## config.mk

```make
export PLATFORM = sky130hd
export DESIGN_NAME = exception_manager
export DESIGN_NICKNAME = d
export VERILOG_FILES = /design/src/hdl/exc_pkg.sv /design/src/hdl/exc_sysreg_snapshot.sv /design/src/hdl/exc_word_reader.sv /design/src/hdl/exc_ldst_port.sv /design/src/hdl/exc_sequencer.sv /design/src/hdl/exception_manager.sv
export SDC_FILE = /design/constraint.sdc
export NUM_CORES = 1
export LEC_CHECK = 0
export ABC_CLOCK_PERIOD_IN_PS = 4300
export CORE_UTILIZATION = 39
export CTS_BUF_LIST = sky130_fd_sc_hd__clkbuf_4 sky130_fd_sc_hd__clkbuf_8
export CTS_CLUSTER_SIZE = 10
export DETAILED_ROUTE_END_ITERATION = 6
export DONT_BUFFER_PORTS = 1
export GPL_TIMING_DRIVEN = 0
export REMOVE_ABC_BUFFERS = 1
export SYNTH_ARGS = -nofsm -noshare
export SYNTH_HDL_FRONTEND = slang
export SYNTH_SLANG_ARGS = --single-unit
```

## constraint.sdc

```tcl
create_clock -name iCLOCK -period 4.3 [get_ports iCLOCK]
set_input_delay 0.215 -clock iCLOCK [delete_from_list [all_inputs] [get_ports iCLOCK]]
set_output_delay 0.215 -clock iCLOCK [all_outputs]
set_load 0.02 [all_outputs]
```

## src/hdl/exc_pkg.sv

```systemverilog
// Shared exception manager definitions: FSM encodings, core modes, task-state and IDT layout
package exc_pkg;

	// Main sequencer state
	typedef enum logic [1:0] {
		MAIN_IDLE    = 2'd0,
		MAIN_JUMP    = 2'd1,
		MAIN_IRQ_SET = 2'd2,
		MAIN_IRQ_RET = 2'd3
	} main_state_t;

	// Sub state, shared by interrupt entry and return
	typedef enum logic [2:0] {
		SUB_VECTOR_REQ    = 3'd0,
		SUB_VECTOR_WAIT   = 3'd1,
		SUB_SPR_STORE     = 3'd2,
		SUB_SPR_LOAD_REQ  = 3'd3,
		SUB_SPR_LOAD_WAIT = 3'd4,
		SUB_FINISH        = 3'd5
	} sub_state_t;

	// Core mode codes, taken from status bits 6:5
	localparam logic [1:0] CORE_MODE_KERNEL = 2'd0;
	localparam logic [1:0] CORE_MODE_USER = 2'd3;
	localparam int PSR_MODE_LSB = 5;
	localparam int PSR_IRQ_ENABLE_BIT = 2;

	// Task state area, one 256 byte entry per task
	localparam logic [31:0] TST_KSPR_OFFSET = 32'h0000_0000;
	localparam logic [31:0] TST_USPR_OFFSET = 32'h0000_0004;
	localparam int TST_ENTRY_SHIFT = 8;
	localparam int TID_WIDTH = 14;

	// Interrupt descriptor table, 8 byte descriptors
	localparam int IRQ_NUM_WIDTH = 7;
	localparam int IDT_ENTRY_SHIFT = 3;
	localparam logic [31:0] IDT_HANDLER_OFFSET = 32'h0000_0004;

endpackage

```

## src/hdl/exc_sysreg_snapshot.sv

```systemverilog
// System register snapshot with task-state and descriptor address generation
`timescale 1ns/1ps

module exc_sysreg_snapshot #(
	parameter int DATA_WIDTH = 32
) (
	input  logic iCLOCK,
	input  logic inRESET,
	input  logic capture,
	input  logic [DATA_WIDTH-1:0] spr,
	input  logic [DATA_WIDTH-1:0] tidr,
	input  logic [DATA_WIDTH-1:0] tisr,
	input  logic [DATA_WIDTH-1:0] psr,
	input  logic [DATA_WIDTH-1:0] ppsr,
	input  logic [DATA_WIDTH-1:0] ppcr,
	input  logic [DATA_WIDTH-1:0] idtr,
	input  logic [exc_pkg::IRQ_NUM_WIDTH-1:0] irq_num,
	output logic [DATA_WIDTH-1:0] snap_spr,
	output logic [DATA_WIDTH-1:0] snap_ppcr,
	output logic [1:0] snap_psr_mode,
	output logic [1:0] snap_ppsr_mode,
	output logic [exc_pkg::TID_WIDTH-1:0] tid,
	output logic [DATA_WIDTH-1:0] kspr_addr,
	output logic [DATA_WIDTH-1:0] uspr_addr,
	output logic [DATA_WIDTH-1:0] vector_addr
);

	logic [DATA_WIDTH-1:0] tisr_q;
	logic [DATA_WIDTH-1:0] idtr_q;
	logic [exc_pkg::IRQ_NUM_WIDTH-1:0] irq_num_q;
	logic [DATA_WIDTH-1:0] tst_base;

	// Follow the core registers while the sequencer is idle
	always_ff @(posedge iCLOCK or negedge inRESET) begin
		if (!inRESET) begin
			snap_spr <= '0;
			snap_ppcr <= '0;
			snap_psr_mode <= exc_pkg::CORE_MODE_KERNEL;
			snap_ppsr_mode <= exc_pkg::CORE_MODE_KERNEL;
			tid <= '0;
			tisr_q <= '0;
			idtr_q <= '0;
			irq_num_q <= '0;
		end else if (capture) begin
			snap_spr <= spr;
			snap_ppcr <= ppcr;
			snap_psr_mode <= psr[exc_pkg::PSR_MODE_LSB +: 2];
			snap_ppsr_mode <= ppsr[exc_pkg::PSR_MODE_LSB +: 2];
			tid <= tidr[exc_pkg::TID_WIDTH-1:0];
			tisr_q <= tisr;
			idtr_q <= idtr;
			irq_num_q <= irq_num;
		end
	end

	// Entry of the current task in the task state area
	assign tst_base = tisr_q + (DATA_WIDTH'(tid) << exc_pkg::TST_ENTRY_SHIFT);
	assign kspr_addr = tst_base + DATA_WIDTH'(exc_pkg::TST_KSPR_OFFSET);
	assign uspr_addr = tst_base + DATA_WIDTH'(exc_pkg::TST_USPR_OFFSET);

	// Handler word of the descriptor for this irq
	assign vector_addr = idtr_q + (DATA_WIDTH'(irq_num_q) << exc_pkg::IDT_ENTRY_SHIFT)
		+ DATA_WIDTH'(exc_pkg::IDT_HANDLER_OFFSET);

endmodule

```

## src/hdl/exc_word_reader.sv

```systemverilog
// Single-word read agent on the load/store pipe
`timescale 1ns/1ps

module exc_word_reader #(
	parameter int DATA_WIDTH = 32
) (
	input  logic iCLOCK,
	input  logic inRESET,
	input  logic start,
	input  logic grant,
	input  logic rvalid,
	input  logic [DATA_WIDTH-1:0] rdata,
	output logic req,
	output logic done,
	output logic [DATA_WIDTH-1:0] data
);

	// High from start until the response is taken
	logic waiting;

	always_ff @(posedge iCLOCK or negedge inRESET) begin
		if (!inRESET) begin
			waiting <= 1'b0;
			req <= 1'b0;
			done <= 1'b0;
			data <= '0;
		end else begin
			done <= 1'b0;
			if (!waiting) begin
				if (start) begin
					waiting <= 1'b1;
					req <= 1'b1;
				end
			end else if (req) begin
				// Request stays up until the port takes it
				if (grant) begin
					req <= 1'b0;
				end
			end else if (rvalid) begin
				// Request already issued, so this response is ours
				waiting <= 1'b0;
				done <= 1'b1;
				data <= rdata;
			end
		end
	end

	// Sequencer never restarts a reader that is still working
	a_start_when_idle: assert property (
		@(posedge iCLOCK) disable iff (!inRESET) start |-> !waiting
	) else $error("exc_word_reader: start while busy");

endmodule

```

## src/hdl/exc_ldst_port.sv

```systemverilog
// Fixed-priority merge of the read agents and the stack pointer store onto the load/store pipe
`timescale 1ns/1ps

module exc_ldst_port #(
	parameter int DATA_WIDTH = 32
) (
	input  logic vector_req,
	input  logic kspr_req,
	input  logic uspr_req,
	input  logic store_req,
	input  logic busy,
	input  logic [DATA_WIDTH-1:0] vector_addr,
	input  logic [DATA_WIDTH-1:0] kspr_addr,
	input  logic [DATA_WIDTH-1:0] uspr_addr,
	input  logic [DATA_WIDTH-1:0] store_addr,
	input  logic [DATA_WIDTH-1:0] store_data,
	input  logic [exc_pkg::TID_WIDTH-1:0] tid,
	input  logic active,
	output logic vector_grant,
	output logic kspr_grant,
	output logic uspr_grant,
	output logic store_grant,
	output logic ldst_use,
	output logic ldst_req,
	output logic ldst_rw,
	output logic [exc_pkg::TID_WIDTH-1:0] ldst_tid,
	output logic [DATA_WIDTH-1:0] ldst_addr,
	output logic [DATA_WIDTH-1:0] ldst_data
);

	// Priority uspr, kspr, vector, store; nothing goes out while busy
	assign uspr_grant = uspr_req && !busy;
	assign kspr_grant = kspr_req && !uspr_req && !busy;
	assign vector_grant = vector_req && !kspr_req && !uspr_req && !busy;
	assign store_grant = store_req && !vector_req && !kspr_req && !uspr_req && !busy;

	assign ldst_use = active;
	assign ldst_req = uspr_grant || kspr_grant || vector_grant || store_grant;
	assign ldst_rw = store_grant;
	assign ldst_tid = tid;
	assign ldst_data = store_data;

	always_comb begin
		if (uspr_req) begin
			ldst_addr = uspr_addr;
		end else if (kspr_req) begin
			ldst_addr = kspr_addr;
		end else if (vector_req) begin
			ldst_addr = vector_addr;
		end else begin
			ldst_addr = store_addr;
		end
	end

	// Sequencer runs one pipe access at a time
	always_comb begin
		assert ($onehot0({uspr_req, kspr_req, vector_req, store_req}))
		else $error("exc_ldst_port: more than one request source active");
	end

endmodule

```

## src/hdl/exc_sequencer.sv

```systemverilog
// Exception sequencer with jump, interrupt entry and return FSMs and core-side outputs
`timescale 1ns/1ps

module exc_sequencer #(
	parameter int DATA_WIDTH = 32
) (
	input  logic iCLOCK,
	input  logic inRESET,
	input  logic jump,
	input  logic irq_return,
	input  logic irq_req,
	input  logic interrupt_lock,
	input  logic irq_enable,
	input  logic [DATA_WIDTH-1:0] jump_addr,
	input  logic [DATA_WIDTH-1:0] pcr,
	input  logic [DATA_WIDTH-1:0] irq_fi0r,
	input  logic [DATA_WIDTH-1:0] snap_spr,
	input  logic [DATA_WIDTH-1:0] snap_ppcr,
	input  logic [1:0] snap_psr_mode,
	input  logic [1:0] snap_ppsr_mode,
	input  logic vector_done,
	input  logic kspr_done,
	input  logic uspr_done,
	input  logic store_grant,
	input  logic ldst_busy,
	input  logic ldst_rvalid,
	input  logic [DATA_WIDTH-1:0] vector_data,
	input  logic [DATA_WIDTH-1:0] kspr_data,
	input  logic [DATA_WIDTH-1:0] uspr_data,
	output logic capture,
	output logic active,
	output logic vector_start,
	output logic kspr_start,
	output logic uspr_start,
	output logic store_req,
	output logic store_to_kspr,
	output logic [DATA_WIDTH-1:0] store_data,
	output logic register_lock,
	output logic pipeline_stop,
	output logic refresh,
	output logic restart,
	output logic pc_set,
	output logic [DATA_WIDTH-1:0] pc,
	output logic ppcr_set,
	output logic [DATA_WIDTH-1:0] ppcr_out,
	output logic fi0r_set,
	output logic [DATA_WIDTH-1:0] fi0r,
	output logic set_irq_mode,
	output logic clr_irq_mode,
	output logic spr_write,
	output logic [DATA_WIDTH-1:0] spr_out,
	output logic irq_ack
);

	exc_pkg::main_state_t main_state;
	exc_pkg::sub_state_t sub_state;
	logic irq_pending;
	logic branch_active;
	logic [DATA_WIDTH-1:0] branch_addr;
	logic irq_cond;
	logic entry;

	assign irq_cond = irq_req && !interrupt_lock && irq_enable;
	assign entry = (main_state == exc_pkg::MAIN_IRQ_SET);

	always_ff @(posedge iCLOCK or negedge inRESET) begin
		if (!inRESET) begin
			main_state <= exc_pkg::MAIN_IDLE;
			sub_state <= exc_pkg::SUB_VECTOR_REQ;
			irq_pending <= 1'b0;
			branch_active <= 1'b0;
			branch_addr <= '0;
			refresh <= 1'b0;
			ppcr_set <= 1'b0;
			ppcr_out <= '0;
			fi0r <= '0;
			set_irq_mode <= 1'b0;
			clr_irq_mode <= 1'b0;
			spr_write <= 1'b0;
			spr_out <= '0;
			irq_ack <= 1'b0;
			vector_start <= 1'b0;
			kspr_start <= 1'b0;
			uspr_start <= 1'b0;
			store_req <= 1'b0;
			store_data <= '0;
		end else begin
			// Pulses last one cycle unless set below
			branch_active <= 1'b0;
			refresh <= 1'b0;
			ppcr_set <= 1'b0;
			set_irq_mode <= 1'b0;
			clr_irq_mode <= 1'b0;
			spr_write <= 1'b0;
			irq_ack <= 1'b0;
			vector_start <= 1'b0;
			kspr_start <= 1'b0;
			uspr_start <= 1'b0;
			case (main_state)
				exc_pkg::MAIN_IDLE: begin
					if (jump) begin
						main_state <= exc_pkg::MAIN_JUMP;
						irq_pending <= irq_req && irq_enable;
						branch_addr <= jump_addr;
						refresh <= 1'b1;
					end else if (irq_cond) begin
						main_state <= exc_pkg::MAIN_IRQ_SET;
						refresh <= 1'b1;
						ppcr_set <= 1'b1;
						ppcr_out <= pcr;
						set_irq_mode <= 1'b1;
						fi0r <= irq_fi0r;
					end else if (irq_return) begin
						main_state <= exc_pkg::MAIN_IRQ_RET;
						refresh <= 1'b1;
					end
				end
				exc_pkg::MAIN_JUMP: begin
					irq_pending <= 1'b0;
					if (irq_pending) begin
						// Jump target becomes the return address of the entry
						main_state <= exc_pkg::MAIN_IRQ_SET;
						refresh <= 1'b1;
						ppcr_set <= 1'b1;
						ppcr_out <= branch_addr;
						set_irq_mode <= 1'b1;
						fi0r <= irq_fi0r;
					end else begin
						main_state <= exc_pkg::MAIN_IDLE;
						branch_active <= 1'b1;
					end
				end
				default: begin
					case (sub_state)
						exc_pkg::SUB_VECTOR_REQ: begin
							if (entry) begin
								vector_start <= 1'b1;
								sub_state <= exc_pkg::SUB_VECTOR_WAIT;
							end else begin
								// Return swaps stacks only when going back to user mode
								branch_addr <= snap_ppcr;
								sub_state <= (snap_ppsr_mode == exc_pkg::CORE_MODE_USER) ?
									exc_pkg::SUB_SPR_STORE : exc_pkg::SUB_FINISH;
							end
						end
						exc_pkg::SUB_VECTOR_WAIT: begin
							if (vector_done) begin
								branch_addr <= vector_data;
								sub_state <= (snap_psr_mode == exc_pkg::CORE_MODE_KERNEL) ?
									exc_pkg::SUB_FINISH : exc_pkg::SUB_SPR_STORE;
							end
						end
						exc_pkg::SUB_SPR_STORE: begin
							if (!ldst_busy) begin
								store_req <= 1'b1;
								store_data <= snap_spr;
								sub_state <= exc_pkg::SUB_SPR_LOAD_REQ;
							end
						end
						exc_pkg::SUB_SPR_LOAD_REQ: begin
							if (store_req) begin
								if (store_grant) begin
									store_req <= 1'b0;
								end
							end else if (ldst_rvalid) begin
								// Fetch the other stack pointer once the store is acknowledged
								kspr_start <= entry;
								uspr_start <= !entry;
								sub_state <= exc_pkg::SUB_SPR_LOAD_WAIT;
							end
						end
						exc_pkg::SUB_SPR_LOAD_WAIT: begin
							if (kspr_done || uspr_done) begin
								spr_write <= 1'b1;
								spr_out <= entry ? kspr_data : uspr_data;
								sub_state <= exc_pkg::SUB_FINISH;
							end
						end
						default: begin
							main_state <= exc_pkg::MAIN_IDLE;
							sub_state <= exc_pkg::SUB_VECTOR_REQ;
							branch_active <= 1'b1;
							irq_ack <= entry;
							clr_irq_mode <= !entry;
						end
					endcase
				end
			endcase
		end
	end

	assign capture = (main_state == exc_pkg::MAIN_IDLE);
	assign active = !capture;
	// Entry saves the user stack pointer and return the kernel one
	assign store_to_kspr = (main_state == exc_pkg::MAIN_IRQ_RET);

	assign register_lock = active || (!jump && irq_cond) || refresh || branch_active;
	assign pipeline_stop = active || (!jump && irq_cond);
	assign restart = branch_active;
	assign pc_set = branch_active;
	assign pc = branch_addr;
	assign fi0r_set = entry && (sub_state == exc_pkg::SUB_FINISH);

	// Sub FSM always restarts from its first state
	a_idle_sub_state: assert property (
		@(posedge iCLOCK) disable iff (!inRESET)
		(main_state == exc_pkg::MAIN_IDLE) |-> (sub_state == exc_pkg::SUB_VECTOR_REQ)
	) else $error("exc_sequencer: idle with sub state %0d", sub_state);

endmodule

```

## src/hdl/exception_manager.sv

```systemverilog
// Exception manager top level: snapshot, read agents, pipe port and sequencer
`timescale 1ns/1ps

module exception_manager #(
	parameter int DATA_WIDTH = 32
) (
	input  logic iCLOCK,
	input  logic inRESET,
	input  logic jump,
	input  logic [DATA_WIDTH-1:0] jump_addr,
	input  logic irq_return,
	input  logic irq_req,
	input  logic [exc_pkg::IRQ_NUM_WIDTH-1:0] irq_num,
	input  logic [DATA_WIDTH-1:0] irq_fi0r,
	input  logic interrupt_lock,
	input  logic [DATA_WIDTH-1:0] spr,
	input  logic [DATA_WIDTH-1:0] tidr,
	input  logic [DATA_WIDTH-1:0] tisr,
	input  logic [DATA_WIDTH-1:0] psr,
	input  logic [DATA_WIDTH-1:0] ppsr,
	input  logic [DATA_WIDTH-1:0] pcr,
	input  logic [DATA_WIDTH-1:0] ppcr,
	input  logic [DATA_WIDTH-1:0] idtr,
	output logic register_lock,
	output logic pipeline_stop,
	output logic refresh,
	output logic restart,
	output logic pc_set,
	output logic [DATA_WIDTH-1:0] pc,
	output logic ppcr_set,
	output logic [DATA_WIDTH-1:0] ppcr_out,
	output logic fi0r_set,
	output logic [DATA_WIDTH-1:0] fi0r,
	output logic set_irq_mode,
	output logic clr_irq_mode,
	output logic spr_write,
	output logic [DATA_WIDTH-1:0] spr_out,
	output logic irq_ack,
	output logic ldst_use,
	output logic ldst_req,
	output logic ldst_rw,
	output logic [exc_pkg::TID_WIDTH-1:0] ldst_tid,
	output logic [DATA_WIDTH-1:0] ldst_addr,
	output logic [DATA_WIDTH-1:0] ldst_data,
	input  logic ldst_busy,
	input  logic ldst_rvalid,
	input  logic [DATA_WIDTH-1:0] ldst_rdata
);

	logic capture;
	logic active;
	logic [DATA_WIDTH-1:0] snap_spr;
	logic [DATA_WIDTH-1:0] snap_ppcr;
	logic [1:0] snap_psr_mode;
	logic [1:0] snap_ppsr_mode;
	logic [exc_pkg::TID_WIDTH-1:0] tid;
	logic [DATA_WIDTH-1:0] kspr_addr;
	logic [DATA_WIDTH-1:0] uspr_addr;
	logic [DATA_WIDTH-1:0] vector_addr;
	logic [DATA_WIDTH-1:0] store_addr;
	logic [DATA_WIDTH-1:0] store_data;
	logic store_to_kspr;
	logic store_req;
	logic store_grant;
	logic vector_start;
	logic vector_req;
	logic vector_grant;
	logic vector_done;
	logic [DATA_WIDTH-1:0] vector_data;
	logic kspr_start;
	logic kspr_req;
	logic kspr_grant;
	logic kspr_done;
	logic [DATA_WIDTH-1:0] kspr_data;
	logic uspr_start;
	logic uspr_req;
	logic uspr_grant;
	logic uspr_done;
	logic [DATA_WIDTH-1:0] uspr_data;

	// Stack pointer slot written before the swap
	assign store_addr = store_to_kspr ? kspr_addr : uspr_addr;

	exc_sysreg_snapshot #(.DATA_WIDTH(DATA_WIDTH)) u_snapshot (
		.iCLOCK(iCLOCK), .inRESET(inRESET), .capture(capture),
		.spr(spr), .tidr(tidr), .tisr(tisr), .psr(psr), .ppsr(ppsr),
		.ppcr(ppcr), .idtr(idtr), .irq_num(irq_num),
		.snap_spr(snap_spr), .snap_ppcr(snap_ppcr),
		.snap_psr_mode(snap_psr_mode), .snap_ppsr_mode(snap_ppsr_mode), .tid(tid),
		.kspr_addr(kspr_addr), .uspr_addr(uspr_addr), .vector_addr(vector_addr)
	);

	exc_word_reader #(.DATA_WIDTH(DATA_WIDTH)) u_vector (
		.iCLOCK(iCLOCK), .inRESET(inRESET), .start(vector_start), .grant(vector_grant),
		.rvalid(ldst_rvalid), .rdata(ldst_rdata),
		.req(vector_req), .done(vector_done), .data(vector_data)
	);

	exc_word_reader #(.DATA_WIDTH(DATA_WIDTH)) u_kspr (
		.iCLOCK(iCLOCK), .inRESET(inRESET), .start(kspr_start), .grant(kspr_grant),
		.rvalid(ldst_rvalid), .rdata(ldst_rdata),
		.req(kspr_req), .done(kspr_done), .data(kspr_data)
	);

	exc_word_reader #(.DATA_WIDTH(DATA_WIDTH)) u_uspr (
		.iCLOCK(iCLOCK), .inRESET(inRESET), .start(uspr_start), .grant(uspr_grant),
		.rvalid(ldst_rvalid), .rdata(ldst_rdata),
		.req(uspr_req), .done(uspr_done), .data(uspr_data)
	);

	exc_ldst_port #(.DATA_WIDTH(DATA_WIDTH)) u_ldst_port (
		.vector_req(vector_req), .kspr_req(kspr_req), .uspr_req(uspr_req),
		.store_req(store_req), .busy(ldst_busy),
		.vector_addr(vector_addr), .kspr_addr(kspr_addr), .uspr_addr(uspr_addr),
		.store_addr(store_addr), .store_data(store_data), .tid(tid), .active(active),
		.vector_grant(vector_grant), .kspr_grant(kspr_grant), .uspr_grant(uspr_grant),
		.store_grant(store_grant), .ldst_use(ldst_use), .ldst_req(ldst_req),
		.ldst_rw(ldst_rw), .ldst_tid(ldst_tid), .ldst_addr(ldst_addr), .ldst_data(ldst_data)
	);

	exc_sequencer #(.DATA_WIDTH(DATA_WIDTH)) u_sequencer (
		.iCLOCK(iCLOCK), .inRESET(inRESET), .jump(jump), .irq_return(irq_return),
		.irq_req(irq_req), .interrupt_lock(interrupt_lock),
		.irq_enable(psr[exc_pkg::PSR_IRQ_ENABLE_BIT]),
		.jump_addr(jump_addr), .pcr(pcr), .irq_fi0r(irq_fi0r),
		.snap_spr(snap_spr), .snap_ppcr(snap_ppcr),
		.snap_psr_mode(snap_psr_mode), .snap_ppsr_mode(snap_ppsr_mode),
		.vector_done(vector_done), .kspr_done(kspr_done), .uspr_done(uspr_done),
		.store_grant(store_grant), .ldst_busy(ldst_busy), .ldst_rvalid(ldst_rvalid),
		.vector_data(vector_data), .kspr_data(kspr_data), .uspr_data(uspr_data),
		.capture(capture), .active(active), .vector_start(vector_start),
		.kspr_start(kspr_start), .uspr_start(uspr_start), .store_req(store_req),
		.store_to_kspr(store_to_kspr), .store_data(store_data),
		.register_lock(register_lock), .pipeline_stop(pipeline_stop),
		.refresh(refresh), .restart(restart), .pc_set(pc_set), .pc(pc),
		.ppcr_set(ppcr_set), .ppcr_out(ppcr_out), .fi0r_set(fi0r_set), .fi0r(fi0r),
		.set_irq_mode(set_irq_mode), .clr_irq_mode(clr_irq_mode),
		.spr_write(spr_write), .spr_out(spr_out), .irq_ack(irq_ack)
	);

endmodule

```

==> out/metrics.cfg <==
[worst_setup_path]
crit_buf_inv=4
path_max_fanout=4
r2r_cells=7
crit_required_ns=4.09
cp_cell_sequence=ha_4 > fa_2 > a211oi_4 > buf_6 > o21ai_4 > buf_6 > a2111o_1 > o2111ai_4 > nor4b_4 > buf_4 > buf_6 > nand4_4 > nor3_2 > or4_1 > o211ai_1
critical_path.top_delay_family=compound AO/OA/AOI/OAI gates
cp_common_cell=buf_6
rr_endpoint=u_kspr.data[13]$_DFFE_PN0P_
arrival_ns=4.21
setup.worst_path.end_class=output pin
rrSetupSlack_ns=0.61
worstSetupPathType=register to output pin
slowest_delay_ns=0.49
crit_slowest_cell=dfrtp_2
r2r_start=u_kspr.req$_DFFE_PN0P_
startpoint_type=register

[yosys]
ys_ff_latch=434
ys_types=93
netlist_instances=2030
yosysMostFrequentCell=dfrtp_1
synth_ff_type=dfrtp_1
syn_area_um2=20990
syn_avg_cell_area_um2=10.34
yosys.area.top_type=dfrtp_1
synth_top_area_frac=0.5175
synth_area_leaders=dfrtp_1, mux2_2, nand2_1
synth_commonest_cells=dfrtp_1, nand2_1, mux2_2, nor2_1, a21oi_1
ys_warn_count=0
synth_edf_count=0
async_flop_share=1.000
ys_seq_area_frac=0.5175

[finish]
area_delta_synth_final_pct=30.94
final_layout_size_suffix_gt1_frac=0.2322
post_layout_nonfiller_instances=3104
final_area_um2=27480
nets=2751

[cts]
ctsHoldBuffers=292
htreeDepth=3
cts_tree=yes
clk_latency_ns=0.67
clk_pin_slew_worst_paths_ns=0.06
cts_buffers=78
cts-root-buf=clkbuf_8
clock-sinks=434
cts_buffer_depth=3

[global_routing]
gr-total-overflow=0
grt_max_degree=435
grt_antenna_before_repair=6
grt_use_total=0.2341
first_global_vias=17430
grt_pass1_wl_um=98950

[timing]
setup_viol=6
slew_violations=0
timing.fmax_ghz=0.2259
rsz0062_at_grt=true
setup_slack_ns=-0.1268
fin_crit_ns=4.427
tightest_slew_ns=1.307
relSlewSlack=0.1178
final-hold-violation-count=434
whs_ns=-0.7443
min_period_over_period=1.029
finClkSkew_ns=0.03672

[routing]
ant_nets=0
routed_wl_um=65800
drt_iter0_drc=1260
drc=23
firstDrtPassIters=7
wl_per_cell_um=21.20
viasPerCell=5.435
via_count=16870

[power]
p_per_area_nw_per_um2=918.6
power.leakage_nw=11.81
finalPower_mw=25.24
vdd_ir_drop_max_uv=480.7

[placed_design]
post-place-cells=2620
port_buffers=0
gp_congestion=0.8800
place_area_um2=21770
dp.final_hpwl_um=43050

[job]
cap_viol_max_count=0

[die]
die_w_um=234.0
num_io_pins=587
core_um2=52870
row_count=84
die_h_um=234.0
start_util=0.3970
die_area_um2=54740

[hold_path]
hold_path.class=primary input to async pin

[status]
failed_checks=DRC, hold timing, setup timing
status=finished with violations

==> metal layers <==
metal | GRT usage | share of wire
met1 | 0.2797 | 0.40
met2 | 0.4001 | 0.50
met3 | 0.07284 | 0.076
met4 | 0.07468 | 0.025
met5 | 0 | 0.00036
==> report_power, final <==
part | internal, mW | switching [mW] | total (mW)
logic | 5.48 | 6.94 | 12.4
clock network | 2.17 | 1.78 | 3.94
registers | 6.04 | 2.84 | 8.88
total | 13.7 | 11.6 | 25.2
==> per-stage QoR <==
step           setup slack (ns)  setup TNS [ns]  hold slack (ns)    util
2_1_floorplan            -10.08        -1747.78         -0.08059       -
3_3_place_gp             -20.89        -3408.05         -0.06900  0.4029
3_5_place_dp            -0.7205          -4.633         -0.06796  0.4118
4_1_cts                 -0.3100          -1.844          -0.7961  0.5087
5_1_grt                 -0.2698          -1.966          -0.7979  0.5198
6_report                -0.1268         -0.6121          -0.7443  0.5198
==> logic make-up (layout without fill, tap and decap cells) <==
kind of cell,Yosys count,count (layout),synth area share
xor gates and xnor gates,64,64,0.02707
other,0,4,0
buffers and inverters,141,523,0.03035
and+or+nand+nor,705,705,0.1461
DFF,434,434,0.5175
muxes,315,315,0.1631
adders and majority gates,24,24,0.01502
AOI/OAI and AO/OA,347,347,0.1009
==> timing repair <==
item,in CTS,in global routing
gates resized for setup,77,65
endpoints found under the hold margin,789,434
setup endpoints to repair,55,18
setup buffers,32,23
pin swaps,29,28
==> layout make-up <==
type / count / area [um2]
diodes: 4 / 10.01
clock buffers: 118 / 1449
clock inverters: 14 / 121.4
fillers: 4552 / 25390
inverters: 24 / 91.34
multi-input cells: 1455 / 10290
flip-flops and latches: 434 / 10870
well taps: 688 / 860.8
repair buffers: 367 / 3790
==> how the worst max path moves through the flow <==
stage	start	end	slack, ns	depth (start not counted)
finish	u_snapshot.tid[0]$_DFFE_PN0P_	ldst_addr[27]	-0.13	15
global route	u_snapshot.tid[1]$_DFFE_PN0P_	ldst_addr[27]	-0.27	12
detailed placement	u_snapshot.tid[0]$_DFFE_PN0P_	ldst_addr[30]	-0.72	11
global placement	u_sequencer.main_state[1]$_DFFE_PN0P_	u_sequencer.pc[2]$_DFFE_PN0P_	-20.89	4
CTS	u_snapshot.tid[6]$_DFFE_PN0P_	ldst_addr[30]	-0.31	9
floorplan	u_sequencer.main_state[1]$_DFFE_PN0P_	u_sequencer.pc[0]$_DFFE_PN0P_	-10.08	4
==> flip-flops by register name, indices dropped and copies added (netlist names), 32 cells and up <==
name,flops
u_kspr.data,32
u_vector.data,32
u_sequencer.store_data,32
u_sequencer.fi0r,32
u_uspr.data,32
u_snapshot.idtr_q,32
u_snapshot.snap_ppcr,32
u_snapshot.snap_spr,32
u_sequencer.ppcr_out,32
u_sequencer.pc,32
u_snapshot.tisr_q,32
u_sequencer.spr_out,32
==> placed cells by master, fill, tap and decap left out, types with 7 or more instances in the layout <==
| cell | Yosys | routed |
|---|---|---|
| xnor2_2 | 1 | 7 |
| dlygate4sd3_1 | 0 | 292 |
| buf_12 | 0 | 12 |
| buf_6 | 6 | 7 |
| xor2_1 | 26 | 23 |
| nor2_4 | 1 | 7 |
| ha_4 | 0 | 8 |
| buf_4 | 5 | 49 |
| dfrtp_1 | 434 | 427 |
| mux2i_1 | 100 | 98 |
| nand2b_1 | 8 | 8 |
| nand3_1 | 27 | 20 |
| a21oi_1 | 114 | 106 |
| nand2_1 | 425 | 425 |
| xnor2_1 | 37 | 28 |
| o21a_1 | 11 | 11 |
| inv_1 | 20 | 20 |
| nor3_1 | 16 | 14 |
| and3_1 | 10 | 9 |
| mux2_2 | 214 | 215 |
| a31oi_1 | 9 | 8 |
| ha_1 | 22 | 9 |
| clkinv_2 | 0 | 8 |
| nand4_1 | 18 | 18 |
| clkbuf_4 | 0 | 28 |
| dfrtp_2 | 0 | 7 |
| a21oi_2 | 3 | 9 |
| clkbuf_8 | 4 | 90 |
| nor2_1 | 133 | 123 |
| o21ai_0 | 111 | 104 |
| o211ai_1 | 12 | 12 |
| a22oi_1 | 9 | 7 |
Power figures use the tool's default switching activity.
